[config.mk]
export PLATFORM = sky130hd
export DESIGN_NAME = if_stage_top
export DESIGN_NICKNAME = d
export VERILOG_FILES = /design/src/rtl/fetch_pkg.sv /design/src/rtl/next_pc_mux.sv /design/src/rtl/wb_fetcher.sv /design/src/rtl/fetch_queue.sv /design/src/rtl/if_id_stage.sv /design/src/rtl/if_stage_top.sv
export SDC_FILE = /design/constraint.sdc
export NUM_CORES = 1
export LEC_CHECK = 0
export BUFFER_PORTS_ARGS = -buffer_cell sky130_fd_sc_hd__buf_2
export CAP_MARGIN = 20
export CORE_AREA = 3 3 148 222
export DETAILED_ROUTE_END_ITERATION = 8
export DIE_AREA = 0 0 151 225
export PLACE_DENSITY = 0.83
export SETUP_SLACK_MARGIN = 0.02
export SLEW_MARGIN = 20
export SYNTH_ARGS = -nofsm -noshare
export SYNTH_HDL_FRONTEND = slang
export SYNTH_SLANG_ARGS = --single-unit
[constraint.sdc]
create_clock -name clk -period 12.2 [get_ports clk]
set_input_delay 2.44 -clock clk [delete_from_list [all_inputs] [get_ports clk]]
set_output_delay 2.44 -clock clk [all_outputs]
set_load 0.05 [all_outputs]
[src/rtl/fetch_pkg.sv]
/* Shared definitions of the instruction fetch stage
   Widths, next-PC source encoding and the structs passed between fetch blocks */
`default_nettype none

package fetch_pkg;

  // Address and instruction width
  localparam int unsigned XLEN = 32;

  // Interrupt index width, used for vectored traps
  localparam int unsigned IRQ_ID_W = 5;

  // mtvec base field, sits above 7 zero bits
  localparam int unsigned MTVEC_BASE_W = 25;

  // NOP (addi x0,x0,0) held in IF/ID after reset and on bus errors
  localparam logic [XLEN-1:0] INSTR_RESET_VAL = 32'h0000_0013;

  // Next-PC source
  typedef enum logic [2:0] {
    PC_BOOT     = 3'd0,
    PC_JUMP     = 3'd1,
    PC_BRANCH   = 3'd2,
    PC_MRET     = 3'd3,
    PC_TRAP_EXC = 3'd4,
    PC_TRAP_IRQ = 3'd5
  } pc_mux_e;

  // Commands from the controller
  typedef struct packed {
    logic                pc_set;
    pc_mux_e             pc_mux;
    logic [IRQ_ID_W-1:0] irq_id;
    logic                halt_if;
    logic                kill_if;
  } fetch_ctrl_t;

  // Candidate redirect addresses
  typedef struct packed {
    logic [XLEN-1:0]         boot_addr;
    logic [XLEN-1:0]         jump_target;
    logic [XLEN-1:0]         branch_target;
    logic [XLEN-1:0]         mepc;
    logic [MTVEC_BASE_W-1:0] mtvec_base;
  } pc_targets_t;

  // One fetched word with its address
  typedef struct packed {
    logic [XLEN-1:0] addr;
    logic [XLEN-1:0] instr;
    logic            bus_err;
  } fetch_entry_t;

  // IF/ID pipeline register as seen by decode
  typedef struct packed {
    logic            instr_valid;
    logic [XLEN-1:0] pc;
    logic [XLEN-1:0] instr;
    logic            bus_err;
  } if_id_pipe_t;

endpackage

`default_nettype wire

[src/rtl/next_pc_mux.sv]
/* Next-PC selection
   Picks the redirect address from the PC source and flags mtvec init on boot */
`timescale 1ns/1ns
`default_nettype none

module next_pc_mux (
  input  wire fetch_pkg::fetch_ctrl_t  ctrl_i,
  input  wire fetch_pkg::pc_targets_t  targets_i,
  output logic [fetch_pkg::XLEN-1:0]   branch_addr_o,
  output logic                         csr_mtvec_init_o
);

  ////////////////////////////////////////////////////////////////////////////
  // Redirect address
  ////////////////////////////////////////////////////////////////////////////

  always_comb begin
    // Boot target unless the source says otherwise
    branch_addr_o = {targets_i.boot_addr[fetch_pkg::XLEN-1:2], 2'b00};

    case (ctrl_i.pc_mux)
      fetch_pkg::PC_BOOT: begin
        // Word aligned boot entry
        branch_addr_o = {targets_i.boot_addr[fetch_pkg::XLEN-1:2], 2'b00};
      end
      fetch_pkg::PC_JUMP: begin
        branch_addr_o = targets_i.jump_target;
      end
      fetch_pkg::PC_BRANCH: begin
        branch_addr_o = targets_i.branch_target;
      end
      fetch_pkg::PC_MRET: begin
        // Return to the interrupted instruction
        branch_addr_o = targets_i.mepc;
      end
      fetch_pkg::PC_TRAP_EXC: begin
        // All exceptions share the base
        branch_addr_o = {targets_i.mtvec_base, 7'h00};
      end
      fetch_pkg::PC_TRAP_IRQ: begin
        // Vectored, base plus 4 * irq_id
        branch_addr_o = {targets_i.mtvec_base, ctrl_i.irq_id, 2'b00};
      end
      default: begin
        branch_addr_o = {targets_i.boot_addr[fetch_pkg::XLEN-1:2], 2'b00};
      end
    endcase
  end

  // CSR file loads mtvec when the core boots
  assign csr_mtvec_init_o = ctrl_i.pc_set && (ctrl_i.pc_mux == fetch_pkg::PC_BOOT);

endmodule

`default_nettype wire

[src/rtl/wb_fetcher.sv]
/* Wishbone classic instruction fetcher
   Holds the fetch PC, runs single read cycles and drops data of stale PCs */
`timescale 1ns/1ns
`default_nettype none

module wb_fetcher #(
  parameter int unsigned FIFO_DEPTH = 3
) (
  input  wire logic                          clk,
  input  wire logic                          rst_n,

  // Redirect from the controller
  input  wire logic                          pc_set_i,
  input  wire logic [fetch_pkg::XLEN-1:0]    branch_addr_i,

  // Queue side
  input  wire logic                          queue_full_i,
  input  wire logic                          queue_not_empty_i,
  output logic                               reserve_o,
  output logic                               push_o,
  output fetch_pkg::fetch_entry_t            push_entry_o,

  // Wishbone classic master, read only
  output logic                               wb_cyc_o,
  output logic                               wb_stb_o,
  output logic [fetch_pkg::XLEN-1:0]         wb_adr_o,
  input  wire logic [fetch_pkg::XLEN-1:0]    wb_dat_i,
  input  wire logic                          wb_ack_i,
  input  wire logic                          wb_err_i,

  output logic                               busy_o
);

  localparam logic [fetch_pkg::XLEN-1:0] PC_STEP = 'd4;

  // Queue sizing is only meaningful in this range
  if ((FIFO_DEPTH < 2) || (FIFO_DEPTH > 8)) begin : gen_depth_check
    $error("wb_fetcher: FIFO_DEPTH out of range 2..8");
  end

  // Fetch PC, address of the next word to be delivered
  logic [fetch_pkg::XLEN-1:0] pc_q;
  // Address of the open bus cycle
  logic [fetch_pkg::XLEN-1:0] adr_q;
  logic                       cyc_q;
  // Open cycle belongs to a PC that was redirected away
  logic                       stale_q;
  // First fetch after reset takes the boot target
  logic                       boot_q;

  logic                       redirect;
  logic [fetch_pkg::XLEN-1:0] pc_next;
  logic                       start;
  logic                       done;
  logic                       live_done;

  ////////////////////////////////////////////////////////////////////////////
  // Cycle control
  ////////////////////////////////////////////////////////////////////////////

  assign redirect = pc_set_i || boot_q;
  assign pc_next  = redirect ? branch_addr_i : pc_q;

  // One cycle at a time, and only with a free slot in the queue
  assign start = !cyc_q && !queue_full_i;

  // ack or err ends the cycle
  assign done = cyc_q && (wb_ack_i || wb_err_i);

  // Data of a redirected cycle is dropped
  assign live_done = done && !stale_q && !pc_set_i;

  always_ff @(posedge clk or negedge rst_n) begin
    if (!rst_n) begin
      pc_q    <= '0;
      adr_q   <= '0;
      cyc_q   <= 1'b0;
      stale_q <= 1'b0;
      boot_q  <= 1'b1;
    end else begin
      boot_q <= 1'b0;

      // Fetch PC follows redirects, else steps on every delivered word
      if (redirect) begin
        pc_q <= branch_addr_i;
      end else if (live_done) begin
        pc_q <= pc_q + PC_STEP;
      end

      if (start) begin
        cyc_q   <= 1'b1;
        adr_q   <= pc_next;
        stale_q <= 1'b0;
      end else if (done) begin
        // Bus signals drop in the cycle after the response
        cyc_q   <= 1'b0;
        stale_q <= 1'b0;
      end else if (pc_set_i && cyc_q) begin
        // Finish on the bus but forget the data
        stale_q <= 1'b1;
      end
    end
  end

  ////////////////////////////////////////////////////////////////////////////
  // Bus and queue outputs
  ////////////////////////////////////////////////////////////////////////////

  assign wb_cyc_o = cyc_q;
  assign wb_stb_o = cyc_q;
  assign wb_adr_o = adr_q;

  // Slot is claimed when the cycle opens
  assign reserve_o = start;

  // Push in the same cycle as the response
  assign push_o = live_done;

  always_comb begin
    push_entry_o.addr    = adr_q;
    push_entry_o.bus_err = wb_err_i;
    // Error responses carry a NOP instead of bus data
    push_entry_o.instr   = wb_err_i ? fetch_pkg::INSTR_RESET_VAL : wb_dat_i;
  end

  assign busy_o = cyc_q || queue_not_empty_i;

endmodule

`default_nettype wire

[src/rtl/fetch_queue.sv]
/* Fetch queue
   Circular buffer of fetched words, with slots reserved at bus cycle start */
`timescale 1ns/1ns
`default_nettype none

module fetch_queue #(
  parameter int unsigned FIFO_DEPTH = 3
) (
  input  wire logic                       clk,
  input  wire logic                       rst_n,

  input  wire logic                       flush_i,
  input  wire logic                       reserve_i,
  input  wire logic                       push_i,
  input  wire fetch_pkg::fetch_entry_t    push_entry_i,
  input  wire logic                       pop_i,

  output fetch_pkg::fetch_entry_t         head_o,
  output logic                            not_empty_o,
  output logic                            full_o
);

  localparam int unsigned PTR_W = $clog2(FIFO_DEPTH);
  localparam int unsigned CNT_W = $clog2(FIFO_DEPTH + 1);
  localparam logic [PTR_W-1:0] LAST_IDX  = PTR_W'(FIFO_DEPTH - 1);
  localparam logic [CNT_W-1:0] FULL_CNT  = CNT_W'(FIFO_DEPTH);

  // Entry storage
  fetch_pkg::fetch_entry_t mem_q [FIFO_DEPTH];

  logic [PTR_W-1:0] rd_ptr_q;
  logic [PTR_W-1:0] wr_ptr_q;
  // Entries written and not yet popped
  logic [CNT_W-1:0] held_q;
  // Held entries plus slots promised to words in flight
  logic [CNT_W-1:0] used_q;

  // Wrap at the last entry, depth need not be a power of two
  function automatic logic [PTR_W-1:0] ptr_inc(input logic [PTR_W-1:0] ptr);
    logic [PTR_W-1:0] nxt;
    nxt = (ptr == LAST_IDX) ? '0 : ptr + 1'b1;
    return nxt;
  endfunction

  ////////////////////////////////////////////////////////////////////////////
  // Pointers and counters
  ////////////////////////////////////////////////////////////////////////////

  always_ff @(posedge clk or negedge rst_n) begin
    if (!rst_n) begin
      rd_ptr_q <= '0;
      wr_ptr_q <= '0;
      held_q   <= '0;
      used_q   <= '0;
    end else if (flush_i) begin
      // Old words and their reservations go away
      rd_ptr_q <= '0;
      wr_ptr_q <= '0;
      held_q   <= '0;
      // Cycle opened on the flush edge still needs its slot
      used_q   <= CNT_W'(reserve_i);
    end else begin
      if (push_i) begin
        wr_ptr_q <= ptr_inc(wr_ptr_q);
      end
      if (pop_i) begin
        rd_ptr_q <= ptr_inc(rd_ptr_q);
      end
      held_q <= held_q + CNT_W'(push_i) - CNT_W'(pop_i);
      // A push fills a slot that was already reserved
      used_q <= used_q + CNT_W'(reserve_i) - CNT_W'(pop_i);
    end
  end

  // Storage write
  always_ff @(posedge clk) begin
    if (push_i) begin
      mem_q[wr_ptr_q] <= push_entry_i;
    end
  end

  ////////////////////////////////////////////////////////////////////////////
  // Status and head
  ////////////////////////////////////////////////////////////////////////////

  assign head_o      = mem_q[rd_ptr_q];
  assign not_empty_o = (held_q != '0);
  assign full_o      = (used_q == FULL_CNT);

endmodule

`default_nettype wire

[src/rtl/if_id_stage.sv]
/* IF/ID pipeline stage
   Pops the fetch queue and loads the decode register under halt, kill and ready */
`timescale 1ns/1ns
`default_nettype none

module if_id_stage (
  input  wire logic                      clk,
  input  wire logic                      rst_n,

  input  wire fetch_pkg::fetch_ctrl_t    ctrl_i,

  // Queue head
  input  wire fetch_pkg::fetch_entry_t   head_i,
  input  wire logic                      not_empty_i,
  output logic                           pop_o,

  // Decode handshake
  output logic                           if_valid_o,
  input  wire logic                      id_ready_i,
  output fetch_pkg::if_id_pipe_t         if_id_pipe_o
);

  logic xfer;

  ////////////////////////////////////////////////////////////////////////////
  // Handshake
  ////////////////////////////////////////////////////////////////////////////

  // Word available and the controller lets it go
  assign if_valid_o = not_empty_i && !ctrl_i.halt_if && !ctrl_i.kill_if;

  assign xfer = if_valid_o && id_ready_i;

  // Head leaves the queue on the transfer edge
  assign pop_o = xfer;

  ////////////////////////////////////////////////////////////////////////////
  // Pipeline register
  ////////////////////////////////////////////////////////////////////////////

  always_ff @(posedge clk or negedge rst_n) begin
    if (!rst_n) begin
      if_id_pipe_o.instr_valid <= 1'b0;
      if_id_pipe_o.pc          <= '0;
      if_id_pipe_o.instr       <= fetch_pkg::INSTR_RESET_VAL;
      if_id_pipe_o.bus_err     <= 1'b0;
    end else if (ctrl_i.kill_if) begin
      // Kill empties the stage regardless of decode
      if_id_pipe_o.instr_valid <= 1'b0;
    end else if (xfer) begin
      if_id_pipe_o.instr_valid <= 1'b1;
      if_id_pipe_o.pc          <= head_i.addr;
      if_id_pipe_o.instr       <= head_i.instr;
      if_id_pipe_o.bus_err     <= head_i.bus_err;
    end else if (id_ready_i) begin
      // Decode took the old word, nothing new
      if_id_pipe_o.instr_valid <= 1'b0;
    end
    // Otherwise hold while decode stalls
  end

endmodule

`default_nettype wire

[src/rtl/if_stage_top.sv]
/* Instruction fetch stage top level
   Next-PC mux, Wishbone fetcher, fetch queue and IF/ID register */
`timescale 1ns/1ns
`default_nettype none

module if_stage_top #(
  parameter int unsigned FIFO_DEPTH = 3
) (
  input  wire logic                          clk,
  input  wire logic                          rst_n,

  input  wire fetch_pkg::fetch_ctrl_t        ctrl_i,
  input  wire fetch_pkg::pc_targets_t        targets_i,

  // Wishbone classic master
  output logic                               wb_cyc_o,
  output logic                               wb_stb_o,
  output logic [fetch_pkg::XLEN-1:0]         wb_adr_o,
  input  wire logic [fetch_pkg::XLEN-1:0]    wb_dat_i,
  input  wire logic                          wb_ack_i,
  input  wire logic                          wb_err_i,

  // Decode side
  output logic                               if_valid_o,
  input  wire logic                          id_ready_i,
  output fetch_pkg::if_id_pipe_t             if_id_pipe_o,

  output logic                               csr_mtvec_init_o,
  output logic                               if_busy_o
);

  logic [fetch_pkg::XLEN-1:0] branch_addr;
  logic                       queue_full;
  logic                       queue_not_empty;
  logic                       queue_reserve;
  logic                       queue_push;
  logic                       queue_pop;
  fetch_pkg::fetch_entry_t    push_entry;
  fetch_pkg::fetch_entry_t    queue_head;

  // Redirect target, combinational
  next_pc_mux next_pc_mux_inst (
    .ctrl_i           (ctrl_i),
    .targets_i        (targets_i),
    .branch_addr_o    (branch_addr),
    .csr_mtvec_init_o (csr_mtvec_init_o)
  );

  // Producer
  wb_fetcher #(
    .FIFO_DEPTH (FIFO_DEPTH)
  ) wb_fetcher_inst (
    .clk               (clk),
    .rst_n             (rst_n),
    .pc_set_i          (ctrl_i.pc_set),
    .branch_addr_i     (branch_addr),
    .queue_full_i      (queue_full),
    .queue_not_empty_i (queue_not_empty),
    .reserve_o         (queue_reserve),
    .push_o            (queue_push),
    .push_entry_o      (push_entry),
    .wb_cyc_o          (wb_cyc_o),
    .wb_stb_o          (wb_stb_o),
    .wb_adr_o          (wb_adr_o),
    .wb_dat_i          (wb_dat_i),
    .wb_ack_i          (wb_ack_i),
    .wb_err_i          (wb_err_i),
    .busy_o            (if_busy_o)
  );

  // Buffer, flushed by every redirect
  fetch_queue #(
    .FIFO_DEPTH (FIFO_DEPTH)
  ) fetch_queue_inst (
    .clk          (clk),
    .rst_n        (rst_n),
    .flush_i      (ctrl_i.pc_set),
    .reserve_i    (queue_reserve),
    .push_i       (queue_push),
    .push_entry_i (push_entry),
    .pop_i        (queue_pop),
    .head_o       (queue_head),
    .not_empty_o  (queue_not_empty),
    .full_o       (queue_full)
  );

  // Consumer
  if_id_stage if_id_stage_inst (
    .clk          (clk),
    .rst_n        (rst_n),
    .ctrl_i       (ctrl_i),
    .head_i       (queue_head),
    .not_empty_i  (queue_not_empty),
    .pop_o        (queue_pop),
    .if_valid_o   (if_valid_o),
    .id_ready_i   (id_ready_i),
    .if_id_pipe_o (if_id_pipe_o)
  );

endmodule

`default_nettype wire

==> results of run 1 <==
cell type report:
type,instances,area [sq um]
Fill cell,2448,13000
Sequential cell,336,9400
Antenna cell,1,2.50
Clock buffer,39,813
Multi-Input combinational cell,815,5370
Timing Repair Buffer,315,1620
Clock inverter,14,225
Inverter,15,56.3
Tap cell,405,507
metal layers:
metal	global-route usage, %	wire [um]	up-vias
met1	26.5	14500	5381
met3	2.68	2270	79
li1	-	-	5165
met5	0	0	-
met2	40.7	20300	467
met4	9.25	1500	0
power by group through the flow:
| stage | combinational (mW) | clock (mW) | sequential, mW |
|---|---|---|---|
| CTS | 1.34 | 1.01 | 1.74 |
| detailed placement | 1.33 | 0 | 1.77 |
| global placement | 1.31 | 0 | 1.74 |
| global route | 1.42 | 1.05 | 1.77 |
| finish | 1.33 | 0.988 | 1.74 |
| floorplan | 0.710 | 0 | 2.05 |
worst paths after layout:
check	slack, ns	depth (start not counted)	endpoint	startpoint
min in group asynchronous	1.95	1	if_id_stage_inst.if_id_pipe_o[25]	rst_n
setup reg to reg	9.01	9	fetch_queue_inst.used_q[1]	wb_fetcher_inst.wb_cyc_o
max in group asynchronous	8.88	2	wb_fetcher_inst.wb_adr_o[17]	rst_n
hold / removal	0.47	2	if_id_stage_inst.if_id_pipe_o[63]	if_id_stage_inst.if_id_pipe_o[63]
hold reg to reg	0.47	2	if_id_stage_inst.if_id_pipe_o[63]	if_id_stage_inst.if_id_pipe_o[63]
setup / recovery	5.93	5	csr_mtvec_init_o	ctrl_i[8]
flip-flops by register name, summed over array words and instances (netlist names):
signal                         cells
wb_fetcher_inst.boot_q             1
fetch_queue_inst.used_q            2
if_id_stage_inst.if_id_pipe_o     66
fetch_queue_inst.rd_ptr_q          2
fetch_queue_inst.held_q            2
fetch_queue_inst.mem_q           195
wb_fetcher_inst.wb_adr_o          32
wb_fetcher_inst.stale_q            1
wb_fetcher_inst.wb_cyc_o           1
wb_fetcher_inst.pc_q              32
fetch_queue_inst.wr_ptr_q          2
worst reg2reg max path, delay by kind of cell, from the launching register on:
family | cells | cell delay [ns]
AOI/OAI and AO/OA | 1 | 0.15
xor gates and xnor gates | 2 | 0.32
and+or+nand+nor | 1 | 0.05
buffers and inverters | 3 | 1.25
adders and majority gates | 2 | 0.81
DFF | 1 | 0.50
placed cells by master, fill, tap and decap left out, types with 7 or more instances in the layout:
master     count
a211oi_1       9
a21o_1         7
a21oi_1       95
a221o_1       14
a22oi_1       21
a31oi_1       25
and2_1        10
and3_1         9
and3b_1        7
buf_2        300
buf_4         14
clkbuf_16     29
dfrtp_1      135
edfxtp_1     195
inv_1         14
mux2_2        22
mux2i_1       90
mux4_2         9
nand2_1      110
nand3_1        7
nand4_1       11
nor2_1       113
nor2b_1       38
nor3_1         9
o21a_1         8
o21ai_0       69
o21ai_1       16
kinds of logic (layout without fill, tap and decap cells):
family,after synthesis,after routing,synth area share (%)
mux,127,127,9.18
compound gates,315,315,12.9
fa+ha+maj,5,5,0.405
flops,336,336,60.8
buf+inv,133,383,4.72
xor+xnor,8,8,0.453
other cells,1,2,0.0243
simple gates,359,359,11.6
==> impl_metrics.csv, run 1 <==
group,metric,value,unit
run,maxCapViolations,0,
logic_synthesis,yosys-top-cells-area,"edfxtp_1, dfrtp_1, mux2i_1",
logic_synthesis,ys_ff_latch,336,
floorplan,boundaryPins,304,
power,power.internal,2.45,mW
floorplan,die_h,225,um
worst_setup_path,path_buf_inv,3,
sta,slew_viol_final,0,
sta,relSlewSlack,30.3,%
clock_tree,cts_tree,"yes",
final_layout,stdcell_count,1940,
logic_synthesis,synth-edff-count,195,
route,drc,0,
logic_synthesis,synth_ff_type,"edfxtp_1",
route,ant_nets,0,
grt,track_usage,22.3,%
power,pwr-share-comb,32.7,%
sta,worst_hold_slack,0.471,ns
final_layout,area_growth,16.4,%
sta,min_period,6.27,ns
place,dp_hpwl,26000,um
final_layout,stdcell_area,18000,sq um
logic_synthesis,yosysSeqAreaShare,60.8,%
final_layout,fin_util,58.0,%
power,clkPwrFrac,24.4,%
worst_setup_path,cp.required,9.76,ns
route,finalWirelength,38600,um
min_path,hold_class,"reg2reg",
place,io_buffer_count,301,
place,place_inst,1886,
clock_tree,cts_setup_buffers,0,
grt,grt_pass1_wl,60000,um
worst_setup_path,crit_type,"in2out",
clock_tree,hold_buffers,0,
grt,grt-ovfl-total,0,
sta,setup_viol,0,
power,p_leak,7.35,nW
logic_synthesis,synth_area_per_cell,12.0,sq um
worst_setup_path,startpoint_type,"input pin",
power,seqPwrFrac,42.9,%
worst_setup_path,path_cells,"buf_2, buf_4, nor2_4, and3_1, buf_2",
clock_tree,cts.sinks,336,
sta,hold_viol_final,0,
logic_synthesis,async_reset_ff_share,42.0,%
sta,fin_ws,5.93,ns
route,routedWlPerCell,19.9,um
final_layout,fin_nets,1718,
clock_tree,insertion_delay,0.54,ns
sta,fin_crit_sh,51.4,%
final_layout,drive_above_1_share,28.1,%
place,gp_congestion,0.885,
sta,tightest_slew,1.05,ns
worst_setup_path,critPathTopFamily,"simple AND/OR/NAND/NOR gates",
place,place_area,17000,sq um
route,drtPass1Iterations,5,
worst_setup_path,crit_slowest_cell,"nor2_4",
worst_setup_path,arrival,3.83,ns
logic_synthesis,ys_warn_count,0,
logic_synthesis,netlist_instances,1284,
clock_tree,numCtsBuffers,29,
grt,grt_pass1_vias,11185,
grt,grt_max_degree,86,
logic_synthesis,synth_nets,1490,
floorplan,dieArea,34000,sq um
worst_setup_path,end_kind,"output port",
place,pre_cts_slack,5.92,ns
power,power_density,225,nW/um^2
route,drt-vias-per-instance,5.72,
floorplan,coreArea,31000,sq um
status,status,"finished, final reports clean",
clock_tree,clkTransAtPathRegs,0.06,ns
clock_tree,cts_htree_levels,1,
power,power.total,4.05,mW
clock_tree,cts_max_path_buffers,3,
floorplan,start_util,49.8,%
route,drt-initial-drc-count,693,
logic_synthesis,synth_area_leader_cell,"edfxtp_1",
sta,rsz0062_at_grt,"no",
logic_synthesis,synth_most_common_cell,"edfxtp_1",
sta,finalClockSkew,0.0111,ns
sta,setup_tns,0,ns
power,power.switching,1.60,mW
clock_tree,cts_resized,0,
worst_setup_path,path_max_fanout,48,
worst_setup_path,crit_path_frequent_cell,"buf_2",
clock_tree,cts_root_buf,"clkbuf_16",
sta,fmax,159,MHz
power,switching_share,39.4,%
logic_synthesis,synth_cell_types,79,
floorplan,row_count,79,
power,ir_drop,0.000120,V
grt,antenna_found_initial,0,
route,num_vias,11092,
logic_synthesis,netlist.area_leader.share,37.9,%
worst_setup_path,slowest_delay,0.48,ns
logic_synthesis,synth_common_cells,"edfxtp_1, dfrtp_1, nor2_1",
floorplan,dieWidth,151,um
logic_synthesis,syn_area,15500,sq um
Power figures use the tool's default switching activity.
==> run 2, diff against run 1 <==
- clock period: 12.2 -> 5.97 ns (I/O delays scaled with it)
==> run 2 against run 1 <==
Net effect:
- design area hardly changed
- combinational power is 100% higher
- hold slack hardly changed
- global-route usage is 0.20 points lower
- clock power is 96% higher
- final cell count is 0.41% higher
- routed wire length is 0.67% lower
- sequential cell count stayed put
- register-to-register slack worse by 5.7 ns
- via count is 0.65% lower
- critical path type unchanged
- critical endpoint unchanged
- largest cell class unchanged
- largest power group unchanged
- highest routed layer unchanged
==> impl_metrics.csv, run 2 (synthesis results as in run 1) <==
group,metric,value,unit
clock_tree,insertion_delay,0.55,ns
final_layout,stdcell_area,18000,sq um
place,dp_hpwl,26200,um
sta,rsz0062_at_grt,"no",
run,maxCapViolations,0,
place,io_buffer_count,301,
grt,grt_pass1_vias,11200,
sta,setup_tns,0,ns
final_layout,fin_nets,1721,
floorplan,dieArea,34000,sq um
worst_setup_path,worstSetupEndpoint,"csr_mtvec_init_o",
final_layout,most-common-layout-cells,"buf_2, edfxtp_1, dfrtp_1",
clock_tree,clkTransAtPathRegs,0.06,ns
sta,worst_hold_slack,0.471,ns
sta,hold_viol_final,0,
power,p_leak,7.34,nW
clock_tree,cts_htree_levels,1,
grt,track_usage,22.1,%
grt,antenna_found_initial,4,
worst_setup_path,path_depth,4,
place,place_area,17000,sq um
clock_tree,cts_tree,"yes",
grt,grt_pass1_wl,59300,um
clock_tree,cts_max_path_buffers,3,
power,ir_drop,0.000243,V
sta,fmax,289,MHz
sta,finalClockSkew,0.0173,ns
worst_setup_path,rr_startpoint,"wb_fetcher_inst.wb_cyc_o",
worst_setup_path,crit_type,"in2out",
final_layout,area_growth,16.5,%
floorplan,boundaryPins,304,
clock_tree,numCtsBuffers,30,
route,drt-initial-drc-count,590,
min_path,hold_class,"reg2reg",
clock_tree,cts.sinks,336,
route,drt-vias-per-instance,5.66,
sta,setup_viol,0,
clock_tree,hold_buffers,0,
worst_setup_path,crit_slowest_cell,"nor2_4",
worst_setup_path,startpoint_type,"input pin",
worst_setup_path,end_kind,"output port",
worst_setup_path,worst-r2r-cell-count,4,
power,power_density,455,nW/um^2
worst_setup_path,slowest_delay,0.41,ns
sta,min_period,3.47,ns
min_path,hold_depth,2,
worst_setup_path,crit_path_frequent_cell,"buf_2",
grt,grt_max_degree,81,
worst_setup_path,path_max_fanout,17,
floorplan,die_h,225,um
floorplan,coreArea,31000,sq um
sta,fin_crit_sh,58.0,%
sta,relSlewSlack,32.3,%
clock_tree,cts_root_buf,"clkbuf_16",
final_layout,final_common_cell,"buf_2",
route,num_vias,11020,
route,finalWirelength,38300,um
final_layout,drive_above_1_share,28.5,%
route,drtPass1Iterations,7,
route,routedWlPerCell,19.7,um
final_layout,largest_reg_flops,195,
route,ant_nets,0,
final_layout,top_register,"fetch_queue_inst.mem_q",
final_layout,reg_top3,"fetch_queue_inst.mem_q: 195 flops, if_id_stage_inst.if_id_pipe_o: 66 flops",
sta,slew_viol_final,0,
worst_setup_path,rrSetupSlack,3.30,ns
grt,grt-ovfl-total,0,
worst_setup_path,startpoint,"ctrl_i[8]",
worst_setup_path,critPathTopFamily,"simple AND/OR/NAND/NOR gates",
floorplan,start_util,49.8,%
worst_setup_path,rr_endpoint,"fetch_queue_inst.mem_q[2][3]",
status,status,"finished, final reports clean",
floorplan,row_count,79,
route,drc,0,
worst_setup_path,arrival,2.27,ns
place,gp_congestion,0.874,
worst_setup_path,cp.required,4.78,ns
worst_setup_path,path_cells,"buf_2, nor2_4, and3_1, buf_2",
clock_tree,cts_resized,0,
floorplan,dieWidth,151,um
clock_tree,cts_setup_buffers,0,
worst_setup_path,path_buf_inv,2,
sta,tightest_slew,1.02,ns
-- run 2: how the worst min path moves through the flow --
stage                                      start                           endpoint
4_1_cts            fetch_queue_inst.mem_q[0][44]  if_id_stage_inst.if_id_pipe_o[44]
6_report        if_id_stage_inst.if_id_pipe_o[3]   if_id_stage_inst.if_id_pipe_o[3]
3_3_place_gp   if_id_stage_inst.if_id_pipe_o[18]  if_id_stage_inst.if_id_pipe_o[18]
3_5_place_dp       fetch_queue_inst.mem_q[0][52]  if_id_stage_inst.if_id_pipe_o[52]
2_1_floorplan      fetch_queue_inst.mem_q[0][10]  if_id_stage_inst.if_id_pipe_o[10]
5_1_grt            fetch_queue_inst.mem_q[0][52]  if_id_stage_inst.if_id_pipe_o[52]
-- run 2: tightest hold or removal path: cells and delay by family, from the launching register on --
kind / cells / cell delay, ns
DFF: 1 / 0.34
AOI/OAI and AO/OA: 1 / 0.06
and+or+nand+nor: 1 / 0.04
-- run 2: layer usage --
| layer | share of wire [%] | vias up | track usage, % |
|---|---|---|---|
| met5 | 0 | - | 0 |
| met4 | 5.2 | 0 | 11.0 |
| met3 | 5.2 | 108 | 2.43 |
| met2 | 52 | 429 | 39.8 |
| met1 | 37 | 5311 | 26.0 |
| li1 | - | 5172 | - |
-- run 2: area by class of cell --
cell class | instances | area [sq um]
inverter | 15 | 56.3
fill | 2563 | 13000
clock inverter | 21 | 206
antenna | 4 | 10.0
clock buffer | 35 | 801
tap | 405 | 507
timing repair buffer | 317 | 1630
multi-input combinational | 815 | 5400
sequential | 336 | 9400
-- run 2: metrics by stage --
stage / util (%) / setup WS [ns] / power (mW) / std cells
floorplan: - / 1.19 / 5.64 / 1284
global placement: 54.7 / 2.51 / 6.25 / 1888
detailed placement: 54.7 / 2.50 / 6.34 / 1888
CTS: 58.0 / 2.50 / 8.29 / 1944
global route: 58.0 / 2.46 / 8.61 / 1948
finish: 58.0 / 2.50 / 8.20 / 1948
-- run 2: power by group --
part | internal, mW | switching (mW) | total (mW)
clock network | 1.10 | 0.843 | 1.94
registers | 3.12 | 0.422 | 3.55
logic | 0.686 | 2.03 | 2.71
